[config.mk]
export PLATFORM = sky130hd
export DESIGN_NAME = stack_bank_top
export DESIGN_NICKNAME = d
export VERILOG_FILES = /design/src/logic/stack_pkg.sv /design/src/logic/stack_bank_top.sv /design/src/logic/stack_alu.sv /design/src/logic/apb_stack_decode.sv /design/src/logic/lifo.sv
export SDC_FILE = /design/constraint.sdc
export NUM_CORES = 2
export LEC_CHECK = 0
export ABC_AREA = 0
export BUFFER_PORTS_ARGS = -buffer_cell sky130_fd_sc_hd__buf_2
export CAP_MARGIN = 20
export CORE_UTILIZATION = 35
export DETAILED_ROUTE_END_ITERATION = 10
export HOLD_SLACK_MARGIN = 0.08
export PLACE_DENSITY_LB_ADDON = 0.08
export SLEW_MARGIN = 40
export SYNTH_ARGS = -nofsm -noshare
export SYNTH_HDL_FRONTEND = slang
export SYNTH_SLANG_ARGS = --single-unit
[constraint.sdc]
create_clock -name i_clk -period 14.52 [get_ports i_clk]
set_clock_uncertainty 0.05 [all_clocks]
set_input_delay 1.452 -clock i_clk [delete_from_list [all_inputs] [get_ports i_clk]]
set_output_delay 1.452 -clock i_clk [all_outputs]
set_load 0.03 [all_outputs]
[src/logic/stack_pkg.sv]
// stack bank shared definitions
// operation codes carried in the low address bits and the APB address field layout

package stack_pkg;

    localparam int OP_W    = 4;                          // op field in paddr[3:0]
    localparam int SEL_LSB = 4;                          // stack select starts here
    localparam int ADDR_W  = 8;                          // apb address width
    localparam int SEL_W   = ADDR_W - SEL_LSB;           // up to 16 stacks

    // op codes, writes in the low half, reads in the high half
    typedef enum logic [OP_W-1:0] {
        OP_PUSH  = 4'h0,                                 // push pwdata
        OP_REPL  = 4'h1,                                 // replace top with pwdata
        OP_ADD   = 4'h2,                                 // top <= s1 + s0
        OP_SUB   = 4'h3,                                 // top <= s1 - s0
        OP_AND   = 4'h4,                                 // top <= s1 & s0
        OP_OR    = 4'h5,                                 // top <= s1 | s0
        OP_XOR   = 4'h6,                                 // top <= s1 ^ s0
        OP_POP   = 4'h8,                                 // read and remove top
        OP_PEEK0 = 4'h9,                                 // read top
        OP_PEEK1 = 4'ha,                                 // read second element
        OP_COUNT = 4'hb                                  // read occupancy
    } stack_op_e;

    // codes 7 and c..f are undefined and answer with pslverr

endpackage
[src/logic/stack_bank_top.sv]
// stack bank top level
// APB decoder driving NUM_STACKS lifo stacks, with the datapath mux
// feeding write data back to the stacks and read data to the bus

module stack_bank_top #(
    parameter int DATA_W     = 16,                       // element width
    parameter int DEPTH      = 12,                       // elements per stack
    parameter int NUM_STACKS = 4                         // at most 16
) (
    input  logic                             i_clk,
    input  logic                             i_reset,
    input  logic                             i_psel,
    input  logic                             i_penable,
    input  logic                             i_pwrite,
    input  logic [stack_pkg::ADDR_W-1:0]     i_paddr,
    input  logic [DATA_W-1:0]                i_pwdata,
    output logic [DATA_W-1:0]                o_prdata,
    output logic                             o_pready,
    output logic                             o_pslverr
);

    localparam int CNT_W = $clog2(DEPTH + 1);

    logic [NUM_STACKS-1:0]          push;                // one-hot strobes
    logic [NUM_STACKS-1:0]          pop;
    logic [DATA_W-1:0]              wdata;               // shared by all stacks
    logic [DATA_W-1:0]              rdata;
    logic [CNT_W-1:0]               sel_count;
    logic [NUM_STACKS*DATA_W-1:0]   s0_all;              // flattened stack outputs
    logic [NUM_STACKS*DATA_W-1:0]   s1_all;
    logic [NUM_STACKS*CNT_W-1:0]    count_all;

    apb_stack_decode #(
        .NUM_STACKS (NUM_STACKS),
        .DEPTH      (DEPTH),
        .DATA_W     (DATA_W)
    ) u_decode (
        .i_clk       (i_clk),
        .i_reset     (i_reset),
        .i_psel      (i_psel),
        .i_penable   (i_penable),
        .i_pwrite    (i_pwrite),
        .i_paddr     (i_paddr),
        .i_rdata     (rdata),
        .i_sel_count (sel_count),
        .o_pready    (o_pready),
        .o_prdata    (o_prdata),
        .o_pslverr   (o_pslverr),
        .o_push      (push),
        .o_pop       (pop)
    );

    for (genvar g = 0; g < NUM_STACKS; g++) begin : g_stack
        lifo #(
            .DATA_W (DATA_W),
            .DEPTH  (DEPTH)
        ) u_lifo (
            .i_clk   (i_clk),
            .i_reset (i_reset),
            .i_data  (wdata),
            .i_push  (push[g]),
            .i_pop   (pop[g]),
            .o_s0    (s0_all[g*DATA_W +: DATA_W]),
            .o_s1    (s1_all[g*DATA_W +: DATA_W]),
            .o_count (count_all[g*CNT_W +: CNT_W])
        );
    end

    stack_alu #(
        .NUM_STACKS (NUM_STACKS),
        .DEPTH      (DEPTH),
        .DATA_W     (DATA_W)
    ) u_alu (
        .i_paddr     (i_paddr),
        .i_pwdata    (i_pwdata),
        .i_s0_all    (s0_all),
        .i_s1_all    (s1_all),
        .i_count_all (count_all),
        .o_wdata     (wdata),
        .o_rdata     (rdata),
        .o_sel_count (sel_count)
    );

endmodule

[src/logic/stack_alu.sv]
// stack bank datapath
// picks the addressed stack's top two elements and count, computes s1 op s0,
// and forms the shared stack write data and the APB read value

module stack_alu #(
    parameter int NUM_STACKS = 4,                        // stacks in the bank
    parameter int DEPTH      = 12,                       // elements per stack
    parameter int DATA_W     = 16                        // element width
) (
    input  logic [stack_pkg::ADDR_W-1:0]                  i_paddr,
    input  logic [DATA_W-1:0]                             i_pwdata,
    input  logic [NUM_STACKS*DATA_W-1:0]                  i_s0_all,    // stack i at slice i
    input  logic [NUM_STACKS*DATA_W-1:0]                  i_s1_all,
    input  logic [NUM_STACKS*$clog2(DEPTH + 1)-1:0]       i_count_all,
    output logic [DATA_W-1:0]                             o_wdata,     // to every lifo
    output logic [DATA_W-1:0]                             o_rdata,     // to decoder
    output logic [$clog2(DEPTH + 1)-1:0]                  o_sel_count  // for depth check
);

    localparam int CNT_W = $clog2(DEPTH + 1);

    stack_pkg::stack_op_e          op;
    logic [stack_pkg::SEL_W-1:0]   sel;
    logic [DATA_W-1:0]             s0;
    logic [DATA_W-1:0]             s1;
    logic [CNT_W-1:0]              cnt;
    logic [DATA_W-1:0]             result;
    logic                          is_alu;

    assign op  = stack_pkg::stack_op_e'(i_paddr[stack_pkg::OP_W-1:0]);
    assign sel = i_paddr[stack_pkg::SEL_LSB +: stack_pkg::SEL_W];

    // stack select mux, out of range index reads as zero
    always_comb begin
        s0  = '0;
        s1  = '0;
        cnt = '0;
        for (int i = 0; i < NUM_STACKS; i++) begin
            if (int'(sel) == i) begin
                s0  = i_s0_all[i*DATA_W +: DATA_W];
                s1  = i_s1_all[i*DATA_W +: DATA_W];
                cnt = i_count_all[i*CNT_W +: CNT_W];
            end
        end
    end

    assign o_sel_count = cnt;

    // s1 op s0, arithmetic wraps at DATA_W
    always_comb begin
        is_alu = 1'b1;
        case (op)
            stack_pkg::OP_ADD: result = s1 + s0;
            stack_pkg::OP_SUB: result = s1 - s0;
            stack_pkg::OP_AND: result = s1 & s0;
            stack_pkg::OP_OR:  result = s1 | s0;
            stack_pkg::OP_XOR: result = s1 ^ s0;
            default: begin
                is_alu = 1'b0;
                result = '0;
            end
        endcase
    end

    assign o_wdata = is_alu ? result : i_pwdata;         // push and repl take pwdata

    // read value, errors filtered in the decoder
    always_comb begin
        case (op)
            stack_pkg::OP_POP,
            stack_pkg::OP_PEEK0: o_rdata = s0;
            stack_pkg::OP_PEEK1: o_rdata = s1;
            stack_pkg::OP_COUNT: o_rdata = DATA_W'(cnt);  // zero extended
            default:             o_rdata = '0;
        endcase
    end

endmodule

[src/logic/apb_stack_decode.sv]
// APB slave front end for the stack bank
// one wait state per access; checks op, direction, stack index and depth,
// then fires the push/pop strobes and registers the response

module apb_stack_decode #(
    parameter int NUM_STACKS = 4,                        // stacks behind this slave
    parameter int DEPTH      = 12,                       // elements per stack
    parameter int DATA_W     = 16                        // element width
) (
    input  logic                             i_clk,
    input  logic                             i_reset,
    input  logic                             i_psel,
    input  logic                             i_penable,
    input  logic                             i_pwrite,
    input  logic [stack_pkg::ADDR_W-1:0]     i_paddr,
    input  logic [DATA_W-1:0]                i_rdata,     // read value from alu mux
    input  logic [$clog2(DEPTH + 1)-1:0]     i_sel_count, // count of addressed stack
    output logic                             o_pready,
    output logic [DATA_W-1:0]                o_prdata,
    output logic                             o_pslverr,
    output logic [NUM_STACKS-1:0]            o_push,      // one-hot push strobe
    output logic [NUM_STACKS-1:0]            o_pop        // one-hot pop strobe
);

    localparam int CNT_W = $clog2(DEPTH + 1);

    stack_pkg::stack_op_e          op;
    logic [stack_pkg::SEL_W-1:0]   sel;
    logic [NUM_STACKS-1:0]         sel_hot;
    logic [CNT_W-1:0]              need;                 // min elements for the op
    logic                          op_valid;
    logic                          op_is_wr;
    logic                          want_push;
    logic                          want_pop;
    logic                          err;
    logic                          access_wait;          // first access cycle

    assign op          = stack_pkg::stack_op_e'(i_paddr[stack_pkg::OP_W-1:0]);
    assign sel         = i_paddr[stack_pkg::SEL_LSB +: stack_pkg::SEL_W];
    assign sel_hot     = NUM_STACKS'(1) << sel;
    assign access_wait = i_psel & i_penable & ~o_pready; // o_pready doubles as wait flag

    // op classification
    always_comb begin
        op_valid  = 1'b1;
        op_is_wr  = 1'b0;
        need      = '0;
        want_push = 1'b0;
        want_pop  = 1'b0;
        case (op)
            stack_pkg::OP_PUSH: begin
                op_is_wr  = 1'b1;
                want_push = 1'b1;
            end
            stack_pkg::OP_REPL: begin
                op_is_wr  = 1'b1;
                need      = CNT_W'(1);
                want_push = 1'b1;
                want_pop  = 1'b1;
            end
            stack_pkg::OP_ADD, stack_pkg::OP_SUB, stack_pkg::OP_AND,
            stack_pkg::OP_OR, stack_pkg::OP_XOR: begin
                op_is_wr  = 1'b1;
                need      = CNT_W'(2);                   // needs s0 and s1
                want_push = 1'b1;                        // push+pop = replace top
                want_pop  = 1'b1;
            end
            stack_pkg::OP_POP: begin
                need      = CNT_W'(1);
                want_pop  = 1'b1;
            end
            stack_pkg::OP_PEEK0: need = CNT_W'(1);
            stack_pkg::OP_PEEK1: need = CNT_W'(2);
            stack_pkg::OP_COUNT: need = '0;              // always allowed
            default: op_valid = 1'b0;                    // undefined code
        endcase
    end

    assign err = ~op_valid
               | (op_is_wr != i_pwrite)                  // direction mismatch
               | (int'(sel) >= NUM_STACKS)               // no such stack
               | (i_sel_count < need);                   // too few elements

    // handshake, strobes and error flag
    always_ff @(posedge i_clk) begin
        if (i_reset) begin
            o_pready  <= 1'b0;
            o_pslverr <= 1'b0;
            o_push    <= '0;
            o_pop     <= '0;
        end else if (access_wait) begin                  // next cycle completes
            o_pready  <= 1'b1;
            o_pslverr <= err;
            o_push    <= (want_push & ~err) ? sel_hot : '0;
            o_pop     <= (want_pop & ~err) ? sel_hot : '0;
        end else begin
            o_pready  <= 1'b0;
            o_pslverr <= 1'b0;
            o_push    <= '0;
            o_pop     <= '0;
        end
    end

    // read data captured before the pop lands
    always_ff @(posedge i_clk) begin
        if (access_wait) begin
            o_prdata <= (err | i_pwrite) ? '0 : i_rdata;
        end
    end

endmodule

[src/logic/lifo.sv]
// lifo stack of DEPTH elements
// push shifts down and writes the top, pop shifts up, push with pop
// rewrites only the top; tracks how many elements are held

module lifo #(
    parameter int DATA_W = 16,                           // bits per element
    parameter int DEPTH  = 12                            // number of elements, at least 2
) (
    input  logic                             i_clk,      // system clock
    input  logic                             i_reset,    // sync reset, clears count only
    input  logic [DATA_W-1:0]                i_data,     // new top value
    input  logic                             i_push,     // push request
    input  logic                             i_pop,      // pop request
    output logic [DATA_W-1:0]                o_s0,       // top of stack
    output logic [DATA_W-1:0]                o_s1,       // next on stack
    output logic [$clog2(DEPTH + 1)-1:0]     o_count     // elements held
);

    localparam int CNT_W = $clog2(DEPTH + 1);

    logic [DATA_W-1:0] elem [0:DEPTH-1];                 // elem[0] is the top
    logic [CNT_W-1:0]  count_q;

    assign o_s0    = elem[0];
    assign o_s1    = elem[1];
    assign o_count = count_q;

    // element chain
    always_ff @(posedge i_clk) begin
        case ({i_push, i_pop})
            2'b11: begin                                 // replace top
                elem[0] <= i_data;
            end
            2'b10: begin                                 // push, bottom falls off
                elem[0] <= i_data;
                for (int i = 1; i < DEPTH; i++) begin
                    elem[i] <= elem[i-1];
                end
            end
            2'b01: begin                                 // pop, bottom keeps its value
                for (int i = 0; i < DEPTH - 1; i++) begin
                    elem[i] <= elem[i+1];
                end
            end
            default: begin                               // idle
            end
        endcase
    end

    // occupancy, saturates at both ends
    always_ff @(posedge i_clk) begin
        if (i_reset) begin
            count_q <= '0;
        end else begin
            case ({i_push, i_pop})
                2'b10: begin
                    if (count_q != CNT_W'(DEPTH)) begin  // full push keeps DEPTH
                        count_q <= count_q + 1'b1;
                    end
                end
                2'b01: begin
                    if (count_q != '0) begin             // guard, decoder blocks this
                        count_q <= count_q - 1'b1;
                    end
                end
                default: begin                           // replace or idle, no change
                end
            endcase
        end
    end

endmodule

==> metrics <==
status=completed; Die H=~330 µm; Leakage=13.47 nW; Fmax=155.7 MHz; area delta synth->final=13.67%; worst skew pair latency=680 ps; area fraction of the dominant cell type after synthesis=about 64%; first-pass GRT wire length=129700 µm; RSZ-0062 raised after global routing=false; drt first pass iters=5; I/O Buffers=46; Post-CTS Hold Buffers=0; vias in the first global route=19770; asr flop ratio synth=0%; Antenna Nets Post-Route=0; filler cell count=9434; largest net degree at the start of global routing=90; Starting Density=between 30% and 40%; switching share of power=21.16%; Net count, final=approximately 2400; combinational power share=3.0%; Final Max Tran Viols=0; Worst slew margin=41.07%; P_sw=1.060 mW; Critical Path End Type=flop; initial antenna violation count=12; Net Count, Synth=~2300; number of synthesized flops with an enable pin=784; slew at the pin closest to its max-slew limit=about 870 ps; Clk pwr share=between 40% and 50%; Post-synth top flop=edfxtp_1; final cell count without fillers=roughly 3700; Setup Viol. Count Final=0; sequential area share after synthesis=~65%; total wire length=85630 µm; VDD IR-drop max=0.08191 mV; worst hold path class=flop to flop; cell at the slowest stage of the critical path=mux4_2; Distinct cells, synth=59; Via Count=18970; total track usage=16.22%; layout cell share with drive strength beyond 1=41.13%; pwr dens=119.9 nW/µm²; TritonCTS clock tree=yes; post-synthesis register bit count=slightly above 800; row cnt=118; clock root buffer=clkbuf_16; critical setup path kind=input port to flop; Seq pwr share=approximately half; critical path cell sequence=buf_2 -> buf_6 -> mux4_2 -> or4_4 -> o21ai_0 -> xnor2_1 -> nand2_1 -> ha_1 -> a21o_1 -> a2111oi_0 -> o31ai_1 -> a2111oi_0 -> mux2i_1 -> nor3_1 -> o21ai_0; Final Cycle Share=44.22%; crit path time final=6421 ps; max-cap viol count=0; CP max FO=roughly 40; Resized Gates After CTS=0; deepest clock path buffer count=3; die area=106300 µm²; required time worst endpoint=approximately 15000 ps; Core Area=103800 µm²; CP Launch Type=input port; TritonCTS buffer count=95; H-tree level count=3; Final Hold Fails=0; vias per cell=5.115; global route overflow=0; Critical Path AT=6760 ps; internal power=about 4 mW; routed wire length per instance=23.09 µm; Die Width=326.1 µm; DRC errors left=0; mapped cell area=36750 µm²; post-CTS setup buffer count=0; Total Neg Setup Slack=0 ps; IO Count=47; CP peak stage delay=650 ps; initial drt markers=1444; post-detail-place hpwl=57550 µm; synthesized instance count=2194; top cells by area, synth=edfxtp_1, mux2_2, ha_1; CTS sink cnt=810; placed insts=3531; syn avg cell area=between 15 and 20 µm²; R2R setup slack=8990 ps; Yosys top cell by area=edfxtp_1; Clock transition at path regs=approximately 60 ps; RePlAce Congestion=0.8456; yosys warns=0
==> synth_stat cells (11+ instances only) <==
cell and n:
mux2_2 692, or3_1 11, nor2_1 63, a22oi_1 16, o31ai_1 13, o21ai_0 42, xnor2_1 22, nand2_1 59
edfxtp_1 784, and2_1 19, dfxtp_1 26, a21oi_1 35, mux4_2 36, inv_1 55, clkbuf_1 104, ha_1 69
a21o_1 11
==> path summary, 6_finish.rpt <==
path / end / start / depth (start not counted)
worst min-delay path: g_stack[3].u_lifo.elem[5][18] / g_stack[3].u_lifo.elem[5][2] / 0
worst max register to register: g_stack[3].u_lifo.elem[0][14] / g_stack[3].u_lifo.elem[0][2] / 13
worst max-delay path: g_stack[3].u_lifo.elem[0][14] / i_paddr[4] / 15
worst min register to register: g_stack[3].u_lifo.elem[5][18] / g_stack[3].u_lifo.elem[5][2] / 0
==> logic make-up (layout without fill, tap and decap cells) <==
family / after synthesis / in the layout / synth area share (%)
simple gates: 205 / 205 / 2.734
other cells: 0 / 2 / 0
xor+xnor: 30 / 30 / 0.7149
fa+ha+maj: 74 / 74 / 2.621
compound gates: 164 / 164 / 2.965
flops: 810 / 810 / 65.47
buf+inv: 173 / 306 / 1.811
mux: 738 / 738 / 23.68
==> per-stage QoR <==
stage | total power [mW] | setup slack (ps) | hold WS, ps | util, % | area, µm²
6_report | 5.009 | 8099 | 390.6 | 40.25 | 41780
2_1_floorplan | 2.688 | 8652 | 370.4 | - | 36750
3_3_place_gp | 2.733 | 7349 | 377.1 | 37.15 | 38560
3_5_place_dp | 2.735 | 7297 | 378.1 | 37.29 | 38710
5_1_grt | 5.184 | 7693 | 408.7 | 40.24 | 41770
4_1_cts | 5.093 | 7931 | 394.5 | 40.18 | 41710
==> area by class of cell <==
cell class / instances / area (µm²) / share of cell area, %
Timing Repair Buffer: 73 / 559.3 / 1.339
Clock buffer: 128 / 2544 / 6.089
Clock inverter: 46 / 457.9 / 1.096
Inverter: 59 / 221.5 / 0.5301
Tap cell: 1380 / 1727 / 4.133
Antenna cell: 2 / 5.005 / 0.01198
Sequential cell: 810 / 24060 / 57.60
Multi-Input combinational cell: 1211 / 12200 / 29.20
==> layout by cell type, fill, tap and decap left out, types with 5 or more instances in the layout <==
cell type	synthesis	routed
ha_1	69	60
mux2i_1	10	10
clkinv_2	0	12
a21o_1	11	11
bufinv_16	0	7
a221o_1	6	6
or3_1	11	11
and2_1	19	19
o31ai_1	13	12
a21oi_1	35	35
clkbuf_1	104	31
inv_2	4	6
clkbuf_16	0	97
clkinv_1	0	18
nor2_1	63	61
buf_6	2	10
a221oi_1	5	5
nand2b_1	10	10
edfxtp_1	784	784
mux2_2	692	692
buf_2	1	46
xor2_1	8	8
inv_1	55	52
dfxtp_1	26	26
ha_4	0	9
nand2_1	59	59
mux4_2	36	36
fa_1	5	5
buf_4	0	10
nand3_1	6	6
o21ai_0	42	41
xnor2_1	22	22
a22oi_1	16	16
nor3_1	10	10
buf_12	0	5
==> worst max-delay path, delay by kind of cell <==
family	cells	cell delay [ps]
buf+inv	2	530
simple gates	3	1210
xor+xnor	1	160
compound gates	6	2160
mux	2	800
fa+ha+maj	1	370
==> power by group through the flow <==
stage          Clock, mW  Combinational (mW)  Sequential (mW)
2_1_floorplan          0               0.101             2.59
3_3_place_gp           0               0.151             2.58
3_5_place_dp           0               0.152             2.58
4_1_cts             2.41               0.153             2.53
5_1_grt             2.49               0.165             2.53
6_report            2.32               0.152             2.53
==> registers in the layout (all words and copies together), names as in the netlist <==
| name | cells |
|---|---|
| g_stack.u_lifo.elem | 768 |
| g_stack.u_lifo.o_count | 16 |
| u_decode.o_prdata | 16 |
| u_decode.o_pop | 4 |
| u_decode.o_push | 4 |
| u_decode.o_pready | 1 |
| u_decode.o_pslverr | 1 |
==> routing by layer <==
metal	track usage, %	wire (µm)
met2	25.57	40190
met5	0	55
met3	3.428	3909
met1	21.75	38210
met4	6.552	3260
Power figures use the tool's default switching activity.
